<file path="config.mk">
export PLATFORM = sky130hd
export DESIGN_NAME = pong_core
export DESIGN_NICKNAME = d
export VERILOG_FILES = /design/src/logic/pong_play_pkg.sv /design/src/logic/pong_geom_pkg.sv /design/src/logic/pong_core.sv /design/src/logic/pixel_mux.sv /design/src/logic/match_ctrl.sv /design/src/logic/ball_engine.sv /design/src/logic/paddle_ctrl.sv
export VERILOG_INCLUDE_DIRS = /design/src /design/src/logic
export SDC_FILE = /design/constraint.sdc
export NUM_CORES = 1
export LEC_CHECK = 0
export BUFFER_PORTS_ARGS = -buffer_cell sky130_fd_sc_hd__buf_2
export CAP_MARGIN = 20
export CORE_MARGIN = 2
export CORE_UTILIZATION = 35
export CTS_CLUSTER_DIAMETER = 150
export DETAILED_ROUTE_END_ITERATION = 7
export GPL_TIMING_DRIVEN = 0
export PLACE_DENSITY_LB_ADDON = 0.1
export SLEW_MARGIN = 20
export SYNTH_ARGS = -nofsm -noshare
export SYNTH_HDL_FRONTEND = slang
export SYNTH_SLANG_ARGS = --single-unit
</file>
<file path="constraint.sdc">
create_clock -name BALL_CLOCK -period 13.5 [get_ports BALL_CLOCK]
set_input_delay 2.7 -clock BALL_CLOCK [delete_from_list [all_inputs] [get_ports BALL_CLOCK]]
set_output_delay 2.7 -clock BALL_CLOCK [all_outputs]
set_load 0.01 [all_outputs]
</file>
<file path="src/logic/pong_consts.svh">
`ifndef PONG_CONSTS_SVH
`define PONG_CONSTS_SVH

// Frame geometry in pixels
`define FRAME_WIDTH         640
`define FRAME_HEIGHT        480
`define HALF_FRAME_WIDTH    320

// Paddle placement and motion
`define PADDLE_1_X          20
`define PADDLE_2_X          610
`define PADDLE_WIDTH        10
`define PADDLE_HEIGHT       70
`define HALF_PADDLE_HEIGHT  35
`define PADDLE_SPEED        5      // Pixels per cycle
`define INITIAL_PADDLE_Y    205    // Paddle centred in the frame

// Ball
`define BALL_SIZE           10
`define BALL_CENTER_OFFSET  5
`define INITIAL_BALL_X      315
`define INITIAL_BALL_Y      235
`define SERVE_X_SPEED       4
`define COLLISION_OFFSET    3      // Wall contact margin

// Hit zones, measured from the paddle top
`define CORNER_HIT_ZONE     10     // Extends beyond each paddle end
`define HIT_ZONE_1          0
`define HIT_ZONE_2          14
`define HIT_ZONE_3          28
`define HIT_ZONE_4          42
`define HIT_ZONE_5          56
`define HIT_ZONE_MAX        70

`define WIN_SCORE           7

// Key codes from the player pads
`define KEY_UP              5'b00101
`define KEY_DOWN            5'b10001

// RGB colours
`define PADDLE_1_COLOR      3'b100
`define PADDLE_2_COLOR      3'b001
`define BALL_COLOR          3'b111
`define BORDER_COLOR        3'b010

`endif
</file>
<file path="src/logic/pong_play_pkg.sv">
`default_nettype none

// Types that describe the state of a match
package pong_play_pkg;

    typedef logic [4:0] keys_t;     // Key code of one player pad
    typedef logic [2:0] score_t;    // Points, 0 to WIN_SCORE
    typedef logic [2:0] speed_t;    // Ball step per cycle on one axis

    // Last player to win a match
    typedef enum logic [1:0] {
        NONE,
        PLAYER_1,
        PLAYER_2
    } winner_e;

    typedef enum logic {
        PAUSED,
        RUNNING
    } pause_state_e;

endpackage

`default_nettype wire

</file>
<file path="src/logic/pong_geom_pkg.sv">
`default_nettype none

// Types that describe positions and pixels on the playfield
package pong_geom_pkg;

    // One screen axis in pixels
    typedef logic [11:0] coord_t;

    // Red, green and blue, one bit each
    typedef logic [2:0] color_t;

endpackage

`default_nettype wire

</file>
<file path="src/logic/pong_core.sv">
`timescale 1ns/1ps
`default_nettype none

module pong_core (
    input  logic                   BALL_CLOCK,
    input  logic                   reset,
    input  pong_play_pkg::keys_t   keys_1,
    input  pong_play_pkg::keys_t   keys_2,
    input  logic                   pause_toggle,   // One-cycle pulse
    input  logic                   restart,        // One-cycle pulse
    input  pong_geom_pkg::coord_t  x,
    input  pong_geom_pkg::coord_t  y,
    output pong_geom_pkg::color_t  color,
    output logic                   running,
    output pong_play_pkg::score_t  score_1,
    output pong_play_pkg::score_t  score_2,
    output pong_play_pkg::winner_e winner,
    output pong_geom_pkg::coord_t  ball_x,
    output pong_geom_pkg::coord_t  ball_y,
    output pong_geom_pkg::coord_t  paddle_1_y,
    output pong_geom_pkg::coord_t  paddle_2_y
);

    logic point_1;   // Player 1 won the last rally
    logic point_2;

    paddle_ctrl paddle_1 (
        .BALL_CLOCK (BALL_CLOCK),
        .reset      (reset),
        .restart    (restart),
        .running    (running),
        .keys       (keys_1),
        .paddle_y   (paddle_1_y)
    );

    paddle_ctrl paddle_2 (
        .BALL_CLOCK (BALL_CLOCK),
        .reset      (reset),
        .restart    (restart),
        .running    (running),
        .keys       (keys_2),
        .paddle_y   (paddle_2_y)
    );

    ball_engine ball (
        .BALL_CLOCK (BALL_CLOCK),
        .reset      (reset),
        .restart    (restart),
        .running    (running),
        .paddle_1_y (paddle_1_y),
        .paddle_2_y (paddle_2_y),
        .ball_x     (ball_x),
        .ball_y     (ball_y),
        .point_1    (point_1),
        .point_2    (point_2)
    );

    match_ctrl match (
        .BALL_CLOCK   (BALL_CLOCK),
        .reset        (reset),
        .restart      (restart),
        .pause_toggle (pause_toggle),
        .point_1      (point_1),
        .point_2      (point_2),
        .running      (running),
        .score_1      (score_1),
        .score_2      (score_2),
        .winner       (winner)
    );

    pixel_mux pixel (
        .x          (x),
        .y          (y),
        .ball_x     (ball_x),
        .ball_y     (ball_y),
        .paddle_1_y (paddle_1_y),
        .paddle_2_y (paddle_2_y),
        .color      (color)
    );

endmodule

`default_nettype wire

</file>
<file path="src/logic/pixel_mux.sv">
`timescale 1ns/1ps
`default_nettype none

`include "pong_consts.svh"

module pixel_mux (
    input  pong_geom_pkg::coord_t x,
    input  pong_geom_pkg::coord_t y,
    input  pong_geom_pkg::coord_t ball_x,
    input  pong_geom_pkg::coord_t ball_y,
    input  pong_geom_pkg::coord_t paddle_1_y,
    input  pong_geom_pkg::coord_t paddle_2_y,
    output pong_geom_pkg::color_t color
);

    pong_geom_pkg::coord_t ball_x_end;     // Boxes include their far edge
    pong_geom_pkg::coord_t ball_y_end;
    pong_geom_pkg::coord_t paddle_1_y_end;
    pong_geom_pkg::coord_t paddle_2_y_end;

    logic in_ball;
    logic in_paddle_1;
    logic in_paddle_2;
    logic on_border;

    assign ball_x_end     = ball_x + pong_geom_pkg::coord_t'(`BALL_SIZE);
    assign ball_y_end     = ball_y + pong_geom_pkg::coord_t'(`BALL_SIZE);
    assign paddle_1_y_end = paddle_1_y + pong_geom_pkg::coord_t'(`PADDLE_HEIGHT);
    assign paddle_2_y_end = paddle_2_y + pong_geom_pkg::coord_t'(`PADDLE_HEIGHT);

    assign in_ball = (x >= ball_x) && (x <= ball_x_end) &&
                     (y >= ball_y) && (y <= ball_y_end);

    assign in_paddle_1 = (x >= `PADDLE_1_X) && (x <= `PADDLE_1_X + `PADDLE_WIDTH) &&
                         (y >= paddle_1_y) && (y <= paddle_1_y_end);
    assign in_paddle_2 = (x >= `PADDLE_2_X) && (x <= `PADDLE_2_X + `PADDLE_WIDTH) &&
                         (y >= paddle_2_y) && (y <= paddle_2_y_end);

    assign on_border = (x == 1) || (y == 1) || (x == `FRAME_WIDTH) || (y == `FRAME_HEIGHT);

    // Ball is drawn over the paddles, paddles over the border
    always_comb begin
        if (in_ball) begin
            color = `BALL_COLOR;
        end else if (in_paddle_1) begin
            color = `PADDLE_1_COLOR;
        end else if (in_paddle_2) begin
            color = `PADDLE_2_COLOR;
        end else if (on_border) begin
            color = `BORDER_COLOR;
        end else begin
            color = '0;   // Black background
        end
    end

endmodule

`default_nettype wire

</file>
<file path="src/logic/match_ctrl.sv">
`timescale 1ns/1ps
`default_nettype none

`include "pong_consts.svh"

module match_ctrl (
    input  logic                   BALL_CLOCK,
    input  logic                   reset,
    input  logic                   restart,
    input  logic                   pause_toggle,
    input  logic                   point_1,
    input  logic                   point_2,
    output logic                   running,
    output pong_play_pkg::score_t  score_1,
    output pong_play_pkg::score_t  score_2,
    output pong_play_pkg::winner_e winner
);

    pong_play_pkg::pause_state_e state;

    logic win_1;   // Player 1 scores while already at the top score
    logic win_2;

    assign win_1 = point_1 && (score_1 == pong_play_pkg::score_t'(`WIN_SCORE));
    assign win_2 = point_2 && (score_2 == pong_play_pkg::score_t'(`WIN_SCORE));

    assign running = (state == pong_play_pkg::RUNNING);

    always_ff @(posedge BALL_CLOCK) begin
        if (reset || restart) begin
            state   <= pong_play_pkg::PAUSED;
            score_1 <= '0;
            score_2 <= '0;
            winner  <= pong_play_pkg::NONE;
        end else if (win_1 || win_2) begin
            // Match over, back to 0:0 and wait for the players
            state   <= pong_play_pkg::PAUSED;
            score_1 <= '0;
            score_2 <= '0;
            winner  <= win_1 ? pong_play_pkg::PLAYER_1 : pong_play_pkg::PLAYER_2;
        end else begin
            if (point_1) begin
                score_1 <= score_1 + 1'b1;
            end
            if (point_2) begin
                score_2 <= score_2 + 1'b1;
            end
            if (pause_toggle) begin
                case (state)
                    pong_play_pkg::PAUSED: begin
                        state  <= pong_play_pkg::RUNNING;
                        winner <= pong_play_pkg::NONE;   // New match starts clean
                    end
                    default: state <= pong_play_pkg::PAUSED;
                endcase
            end
        end
    end

    // Scores only move on a point, a restart or a reset
    assert property (@(posedge BALL_CLOCK) disable iff (reset)
        ($changed(score_1) || $changed(score_2)) |->
            $past(point_1 || point_2 || restart || reset))
        else $error("score changed without a point");

endmodule

`default_nettype wire

</file>
<file path="src/logic/ball_engine.sv">
`timescale 1ns/1ps
`default_nettype none

`include "pong_consts.svh"

module ball_engine (
    input  logic                  BALL_CLOCK,
    input  logic                  reset,
    input  logic                  restart,
    input  logic                  running,
    input  pong_geom_pkg::coord_t paddle_1_y,
    input  pong_geom_pkg::coord_t paddle_2_y,
    output pong_geom_pkg::coord_t ball_x,
    output pong_geom_pkg::coord_t ball_y,
    output logic                  point_1,
    output logic                  point_2
);

    logic                  dir_left;    // 1 while heading for paddle 1
    logic                  dir_up;
    logic                  miss;        // Ball got past a paddle, waits for the edge
    pong_play_pkg::speed_t x_speed;
    pong_play_pkg::speed_t y_speed;

    pong_geom_pkg::coord_t x_step;
    pong_geom_pkg::coord_t y_step;
    pong_geom_pkg::coord_t ball_center;
    pong_geom_pkg::coord_t y_next;
    pong_geom_pkg::coord_t serve_y;
    logic                  in_col_1;
    logic                  in_col_2;
    logic                  hit_top;
    logic                  hit_bottom;
    logic                  at_edge;
    logic [2:0]            zone;        // 0 is a miss, 1 to 7 from top to bottom
    pong_play_pkg::speed_t zone_x_speed;
    pong_play_pkg::speed_t zone_y_speed;

    // Zone of the ball centre against one paddle
    function automatic logic [2:0] zone_of(input pong_geom_pkg::coord_t top,
                                           input pong_geom_pkg::coord_t center);
        pong_geom_pkg::coord_t rel;
        logic [2:0]            z;
        // Shifted by the corner zone so the upper corner starts at 0
        rel = center + pong_geom_pkg::coord_t'(`CORNER_HIT_ZONE) - top;
        if (rel < `CORNER_HIT_ZONE + `HIT_ZONE_1) begin
            z = 3'd1;
        end else if (rel < `CORNER_HIT_ZONE + `HIT_ZONE_2) begin
            z = 3'd2;
        end else if (rel < `CORNER_HIT_ZONE + `HIT_ZONE_3) begin
            z = 3'd3;
        end else if (rel < `CORNER_HIT_ZONE + `HIT_ZONE_4) begin
            z = 3'd4;
        end else if (rel < `CORNER_HIT_ZONE + `HIT_ZONE_5) begin
            z = 3'd5;
        end else if (rel < `CORNER_HIT_ZONE + `HIT_ZONE_MAX) begin
            z = 3'd6;
        end else if (rel < 2 * `CORNER_HIT_ZONE + `HIT_ZONE_MAX) begin
            z = 3'd7;
        end else begin
            z = 3'd0;
        end
        return z;
    endfunction

    assign x_step      = pong_geom_pkg::coord_t'(x_speed);
    assign y_step      = pong_geom_pkg::coord_t'(y_speed);
    assign ball_center = ball_y + pong_geom_pkg::coord_t'(`BALL_CENTER_OFFSET);

    // Contact columns, only checked when moving towards the paddle
    assign in_col_1 = dir_left && (ball_x >= `PADDLE_1_X + `PADDLE_WIDTH) &&
                      (ball_x <= `PADDLE_1_X + `PADDLE_WIDTH + x_step);
    assign in_col_2 = !dir_left && (ball_x + `BALL_SIZE + x_step >= `PADDLE_2_X) &&
                      (ball_x + `BALL_SIZE <= `PADDLE_2_X);

    assign zone = zone_of(in_col_1 ? paddle_1_y : paddle_2_y, ball_center);

    // Speeds 1/3, 2/2, 3/1, 4/0 from the corners in, mirrored below the middle
    assign zone_x_speed = (zone <= 3'd4) ? zone : 3'd0 - zone;
    assign zone_y_speed = 3'd4 - zone_x_speed;

    // Walls seen one step ahead
    assign hit_top    = dir_up && (ball_y <= y_step + `COLLISION_OFFSET);
    assign hit_bottom = !dir_up &&
                        (ball_y + y_step + `BALL_SIZE + `COLLISION_OFFSET >= `FRAME_HEIGHT);

    always_comb begin
        if (dir_up) begin
            y_next = (ball_y > y_step) ? ball_y - y_step : '0;
        end else if (ball_y + y_step > `FRAME_HEIGHT - `BALL_SIZE) begin
            y_next = pong_geom_pkg::coord_t'(`FRAME_HEIGHT - `BALL_SIZE);
        end else begin
            y_next = ball_y + y_step;
        end
    end

    assign at_edge = (ball_x <= `SERVE_X_SPEED + 1) || (ball_x + `BALL_SIZE >= `FRAME_WIDTH);

    // Serve level with the paddle on the side the ball left
    assign serve_y = ((ball_x < `HALF_FRAME_WIDTH) ? paddle_1_y : paddle_2_y) +
                     pong_geom_pkg::coord_t'(`HALF_PADDLE_HEIGHT - `BALL_CENTER_OFFSET);

    always_ff @(posedge BALL_CLOCK) begin
        if (reset || restart) begin
            ball_x   <= pong_geom_pkg::coord_t'(`INITIAL_BALL_X);
            ball_y   <= pong_geom_pkg::coord_t'(`INITIAL_BALL_Y);
            x_speed  <= pong_play_pkg::speed_t'(`SERVE_X_SPEED);
            y_speed  <= '0;
            dir_left <= 1'b0;
            dir_up   <= 1'b0;
            miss     <= 1'b0;
            point_1  <= 1'b0;
            point_2  <= 1'b0;
        end else begin
            point_1 <= 1'b0;
            point_2 <= 1'b0;
            if (running && miss && at_edge) begin
                ball_x  <= pong_geom_pkg::coord_t'(`INITIAL_BALL_X);
                ball_y  <= serve_y;
                x_speed <= pong_play_pkg::speed_t'(`SERVE_X_SPEED);
                y_speed <= '0;
                miss    <= 1'b0;
            end else if (running) begin
                ball_x <= dir_left ? ball_x - x_step : ball_x + x_step;
                ball_y <= y_next;   // Step with the old direction and speed
                if (hit_top) begin
                    dir_up <= 1'b0;
                end else if (hit_bottom) begin
                    dir_up <= 1'b1;
                end
                if (!miss && (in_col_1 || in_col_2)) begin
                    if (zone == 3'd0) begin
                        miss    <= 1'b1;
                        point_2 <= in_col_1;   // Paddle 1 missed
                        point_1 <= in_col_2;
                    end else begin
                        dir_left <= in_col_2;
                        x_speed  <= zone_x_speed;
                        y_speed  <= zone_y_speed;
                        if (zone < 3'd4) begin
                            dir_up <= 1'b1;
                        end else if (zone > 3'd4) begin
                            dir_up <= 1'b0;
                        end
                    end
                end
            end
        end
    end

    assert property (@(posedge BALL_CLOCK) disable iff (reset) !(point_1 && point_2))
        else $error("both players scored in one cycle");

    assert property (@(posedge BALL_CLOCK) disable iff (reset) x_speed != '0)
        else $error("ball has no horizontal speed");

endmodule

`default_nettype wire

</file>
<file path="src/logic/paddle_ctrl.sv">
`timescale 1ns/1ps
`default_nettype none

`include "pong_consts.svh"

module paddle_ctrl (
    input  logic                  BALL_CLOCK,
    input  logic                  reset,
    input  logic                  restart,
    input  logic                  running,
    input  pong_play_pkg::keys_t  keys,
    output pong_geom_pkg::coord_t paddle_y
);

    pong_geom_pkg::coord_t y_up;     // One step up, held at the top row
    pong_geom_pkg::coord_t y_down;   // One step down, held above the bottom

    assign y_up = (paddle_y <= pong_geom_pkg::coord_t'(`PADDLE_SPEED)) ?
                  pong_geom_pkg::coord_t'(1) :
                  paddle_y - pong_geom_pkg::coord_t'(`PADDLE_SPEED);

    // Lowest allowed top edge is FRAME_HEIGHT - PADDLE_HEIGHT - 1
    assign y_down = (paddle_y + `PADDLE_SPEED >= `FRAME_HEIGHT - `PADDLE_HEIGHT - 1) ?
                    pong_geom_pkg::coord_t'(`FRAME_HEIGHT - `PADDLE_HEIGHT - 1) :
                    paddle_y + pong_geom_pkg::coord_t'(`PADDLE_SPEED);

    always_ff @(posedge BALL_CLOCK) begin
        if (reset || restart) begin
            paddle_y <= pong_geom_pkg::coord_t'(`INITIAL_PADDLE_Y);
        end else if (running) begin
            if (keys == `KEY_UP) begin
                paddle_y <= y_up;
            end else if (keys == `KEY_DOWN) begin
                paddle_y <= y_down;
            end
            // Any other code keeps the paddle where it is
        end
    end

    // Paddle never leaves the frame, whatever the key sequence
    assert property (@(posedge BALL_CLOCK) disable iff (reset)
        ##1 (paddle_y >= 1) && (paddle_y <= `FRAME_HEIGHT - `PADDLE_HEIGHT - 1))
        else $error("paddle_y %0d outside the frame", paddle_y);

endmodule

`default_nettype wire

</file>
**Word level (Yosys, flattened, before mapping)**

Index checks and enable logic that the tools add are counted.

- Add/subtract/negate cells: 29
- Multipliers: 0
- Divide/modulo/power cells: 0
- Magnitude comparators: 37
- Eq/ne operators: 11
- Shift-type cells: 0
- Mux-type cells: 39
- Bitwise operators: 4
- Reduce and logical (&&, ||, !) cells: 45

Operators with widths:

| kind | number |
|---|---|
| two-way mux 12 bit | 16 |
| greater-or-equal comparator 32 x 9 -> 1 bit, second input constant | 3 |
| greater-or-equal comparator 32 x 10 -> 1 bit, second input constant | 2 |
| less-or-equal comparator 12 x 32 -> 1 bit | 2 |
| greater-or-equal comparator 12 bit | 4 |
| less-or-equal comparator 12 bit | 4 |
| adder 12 x 3 -> 12 bit, second input constant | 3 |
| adder 12 x 4 -> 12 bit, second input constant | 3 |
| less-or-equal comparator 12 x 3 -> 1 bit, second input constant | 3 |
| < comparator 12 x 7 -> 1 bit, second input constant | 3 |
| two-way mux 3 bit | 11 |
| adder 32 x 2 -> 32 bit, second input constant | 1 |
| adder 32 x 3 -> 32 bit | 1 |
| adder 32 x 4 -> 32 bit, second input constant | 1 |
| > comparator 32 x 9 -> 1 bit, second input constant | 1 |
| less-or-equal comparator 32 x 10 -> 1 bit, second input constant | 1 |
| adder 12 x 3 -> 13 bit, second input constant | 2 |
| adder 12 x 3 -> 12 bit | 2 |
| adder 12 x 7 -> 12 bit, second input constant | 2 |
| equality test 12 x 1 -> 1 bit, second input constant | 2 |
| greater-or-equal comparator 12 x 5 -> 1 bit, second input constant | 2 |
| < comparator 12 x 6 -> 1 bit, second input constant | 2 |
| subtractor 12 x 3 -> 12 bit | 2 |
| subtractor 12 x 3 -> 12 bit, second input constant | 2 |
| 38 further kinds | 90 |

- Register bits: 68
- Bits in latches: 0
- RAM bits: 0
- Memory bits (read-only): 0
- Input port bits: 38
- Output and inout bits: 60
- Word-level logic and storage cells: 180
- Memories: 0

**Logic depth before layout (Yosys ltp)**

- Depth in word-level cells: 18
- Mapped depth: 32
- Depth with buffers taken out: 30

**Hierarchy**

A second synthesis with hierarchy kept.

- Cells, all modules: 1361
- Area, all modules: 10395.0 sq um

Modules (own cells, without submodules):

| module | instances | cells an instance | area an instance (sq um) | sequential area each (sq um) |
|---|---|---|---|---|
| ball_engine | 1 | 639 | 4926.0 | 680.7 |
| pixel_mux | 1 | 383 | 2891.5 | 0.0 |
| paddle_ctrl | 2 | 151 | 1088.5 | 240.2 |
| match_ctrl | 1 | 37 | 400.4 | 180.2 |

**Worst setup path before layout**

Ideal clock, no wire load.

- Path kind: in2out
- From: in y[0]
- To: out color[1]
- Arrival time: 4535 ps
- Required time: 10800 ps
- Setup slack: 6265 ps
- Stages on the path: 11
- Path buffers: 0
- Cell sequence: inv_1 > ha_1 > nand2b_1 > a21o_1 > a21o_1 > a21o_1 > a211o_1 > a21oi_1 > o211ai_1 > a41oi_1 > o2bb2ai_1

- Longest elaborated chain between the ends: 8
- Elaborated cells on any way between the ends: 21
- Classes of those cells: order compare: 6; eq/ne: 2; mux: 4; reduce/logical: 9

Ends and longest elaborated chain:

| what | line | source |
|---|---|---|
| start, declared | pong_core.sv:12 | `input pong_geom_pkg::coord_t y,` |
| branches (longest 7 deep; another with greater-or-equal comparator 12 bit) | -- |  |
| two-way mux 3 bit * | pixel_mux.sv:43 | `if (in_ball) begin` |
| end, declared | pong_core.sv:13 | `output pong_geom_pkg::color_t color,` |

Mark *: on every way between the ends.

**Final worst setup path**

Same ends and word-level chain as after synthesis.

==> impl_metrics.json <==
{
  "clk_pin_slew_ns": 0.06,
  "area_growth_pct": 12.2,
  "arrival_ns": 5.21,
  "period_needed_ns": 7.91,
  "drt_first_pass_iters": 5,
  "hpwl_um": 29700,
  "grt.met2_usage_pct": 36.8,
  "portBuffers": 97,
  "cts_setup_buffers": 0,
  "worst_pin_slew_ns": 1.02,
  "slew_headroom_pct": 31.6,
  "viasPerCell": 5.77,
  "synth_edf_count": 0,
  "p_leak_nw": 4.87,
  "synth-xor-area-share_pct": 7.06,
  "synth_seq_cells": 67,
  "gr-usage-met3_pct": 2.81,
  "synth-seq-area-share_pct": 13.1,
  "hp-start": "match.winner[0]$_SDFFE_PP0P_",
  "hold_viol_final": 0,
  "synth_compound_area_share_pct": 27.8,
  "synth_warnings": 0,
  "maxCapViolCount": 0,
  "synth.area.top_cells": "ha_1, dfxtp_1, xnor2_1",
  "fin_ws_ns": 5.59,
  "ys_types": 91,
  "use_met1_pct": 35.5,
  "vias": 10800,
  "pre_cts_ws_ns": 5.55,
  "grt_max_degree": 14,
  "drtAntennaViolNets": 0,
  "synth_top_cell_by_area": "ha_1",
  "wirelength_um": 37300,
  "finalCritPeriodShare_pct": 58.6,
  "outcome": "completed",
  "drt_iter0_markers": 790,
  "wl_per_cell_um": 20.0,
  "start_kind": "primary input",
  "root_buffer": "clkbuf_16",
  "diodes": 0,
  "yosys_most_used_dff": "dfxtp_1",
  "hold_buffers": 0,
  "setup_viol": 0,
  "muxShareOfSynthArea_pct": 2.52,
  "synthArstFlopShare_pct": 0,
  "finalNetCount": 1693,
  "drive_above_1_share_pct": 11.0,
  "grt_pass1_wl_um": 58000,
  "critPathKind": "primary input to primary output",
  "synth_area_per_cell_um2": 7.48,
  "synthCells": 1373,
  "instances_no_fill": 1869,
  "die_x_um": 175,
  "cts_tree": "yes",
  "hold_path_class": "register to register",
  "cts_buffer_depth": 2,
  "dieArea_mm2": 0.0307,
  "synth-adder-area-share_pct": 21.6,
  "core_mm2": 0.0288,
  "die_h_um": 175,
  "gp_congestion": 0.930,
  "crit_required_ns": 10.80,
  "overflow": 0,
  "grt_pass1_vias": 10100,
  "io_pins": 98,
  "clock_sinks": 67,
  "syn_area_mm2": 0.0103,
  "final.setup.tns_ns": 0,
  "synth_top_family_by_area": "compound AO/OA/AOI/OAI gates",
  "power_density_mw_per_mm2": 49.8,
  "cts_buffers": 9,
  "reg2reg_from": "ball.x_speed[1]$_SDFFE_PP0P_",
  "synthSimpleGateAreaFrac_pct": 22.1,
  "cts_resized": 0,
  "row_count": 62,
  "drc": 0,
  "clk_latency_ns": 0.35,
  "final_cell_mix": "ha_1, nor2_1, buf_2, nand2_1, a21oi_1",
  "grtUsageTotal_pct": 24.0,
  "fin_hold_ws_ns": 0.463,
  "synth_top_area_share_pct": 20.6,
  "busiest_layer": "met2",
  "slew_viol_final": 0,
  "grt_setup_unrepaired": "no",
  "cp_max_fo": 4,
  "syn_nets": 1585,
  "peakVddDrop_uv": 57.6,
  "htree_levels": 3,
  "max_freq_mhz": 126,
  "cp-startpoint": "y[0]",
  "initial_utilization_pct": 35.7,
  "worst_setup_path_end_kind": "primary output",
  "antenna_found_initial": 0,
  "place_inst": 1854,
  "finClkSkew_ns": 0.0129,
  "final_common_cell": "ha_1"
}
[metal layers]
| metal | part of all wire [%] | vias up |
|---|---|---|
| li1 | - | 5303 |
| met1 | 50 | 5090 |
| met2 | 42 | 353 |
| met3 | 6.0 | 39 |
| met4 | 1.7 | 0 |
| met5 | 0 | - |
[layout make-up]
class	instances	area, µm²
Fill cell	3050	17200
Multi-Input combinational cell	1158	8340
Sequential cell	67	1340
Timing Repair Buffer	97	485
Tap cell	384	480
Inverter	83	312
Buffer	65	287
Clock buffer	9	225
Clock inverter	6	66.3
[cell families (layout without fill, tap and decap cells)]
family / after synthesis / in the layout
DFF: 67 / 67
and+or+nand+nor: 453 / 453
muxes: 25 / 25
adders and majority gates: 174 / 174
xor gates and xnor gates: 82 / 82
buffers and inverters: 148 / 260
AOI/OAI and AO/OA: 424 / 424
[flip-flops by register name, summed over array words and instances (netlist names), 3 cells and up]
signal / cells
ball.ball_x: 12
ball.ball_y: 12
ball.y_speed: 3
match.score_1: 3
match.score_2: 3
paddle_1.paddle_y: 12
paddle_2.paddle_y: 12
[critical path, cell delays in order]
cell and delay [ns]:
buf_2 0.11, inv_1 0.18, ha_1 0.28, nand2b_1 0.14, a21o_1 0.18, a21o_1 0.17
a21o_1 0.18, a211o_1 0.29, a21oi_1 0.19, o211ai_1 0.23, a41oi_1 0.25, o2bb2ai_1 0.14
buf_2 0.17
[through the flow]
stage / power (mW) / utilization, % / cell area, µm²
final: 0.574 / 40.1 / 11500
after detailed placement: 0.329 / 39.1 / 11200
after floorplan: 0.286 / - / 10300
after CTS: 0.577 / 40.1 / 11500
after global placement: 0.327 / 39.1 / 11200
after global routing: 0.599 / 40.1 / 11500
[power by group]
group          total, mW  switching (mW)  internal, mW  leakage [nW]
Clock              0.248           0.105         0.143         0.134
Sequential         0.202         0.00320         0.199         0.541
Combinational      0.124          0.0760        0.0476          4.20
[path summary, 6_finish.rpt]
path                                  endpoint  slack, ns  cells after the start
hold reg to reg   match.winner[0]$_SDFFE_PP0P_       0.46                      2
setup / recovery                      color[1]       5.59                     13
hold / removal    match.winner[0]$_SDFFE_PP0P_       0.46                      2
setup reg to reg  ball.y_speed[2]$_SDFFE_PP0P_       6.01                     30
[synth_stat cells (all sizes together), types with 5 or more instances]
library cell    n
buf            20
o2111ai         8
or3             9
o211ai         26
nand4          21
fa              5
and3           11
clkbuf         45
inv            77
nor2          136
o21ai          90
mux2i          21
a21o           41
clkinv          6
nor4           17
a221oi          6
o21a           13
ha            169
nand2         101
or4             7
a311oi          6
a221o           7
nor3b           7
a31oi          18
o22ai          11
nor2b          17
xnor2          69
a21oi         101
nand3          32
o31ai           5
xor2           13
nand3b          8
and2            5
or2            10
o221ai          7
o21bai          6
and3b           5
nor3           44
o311ai          5
a211oi         22
nand2b         14
dfxtp          67
No activity file was read; power rests on OpenSTA's default activity.
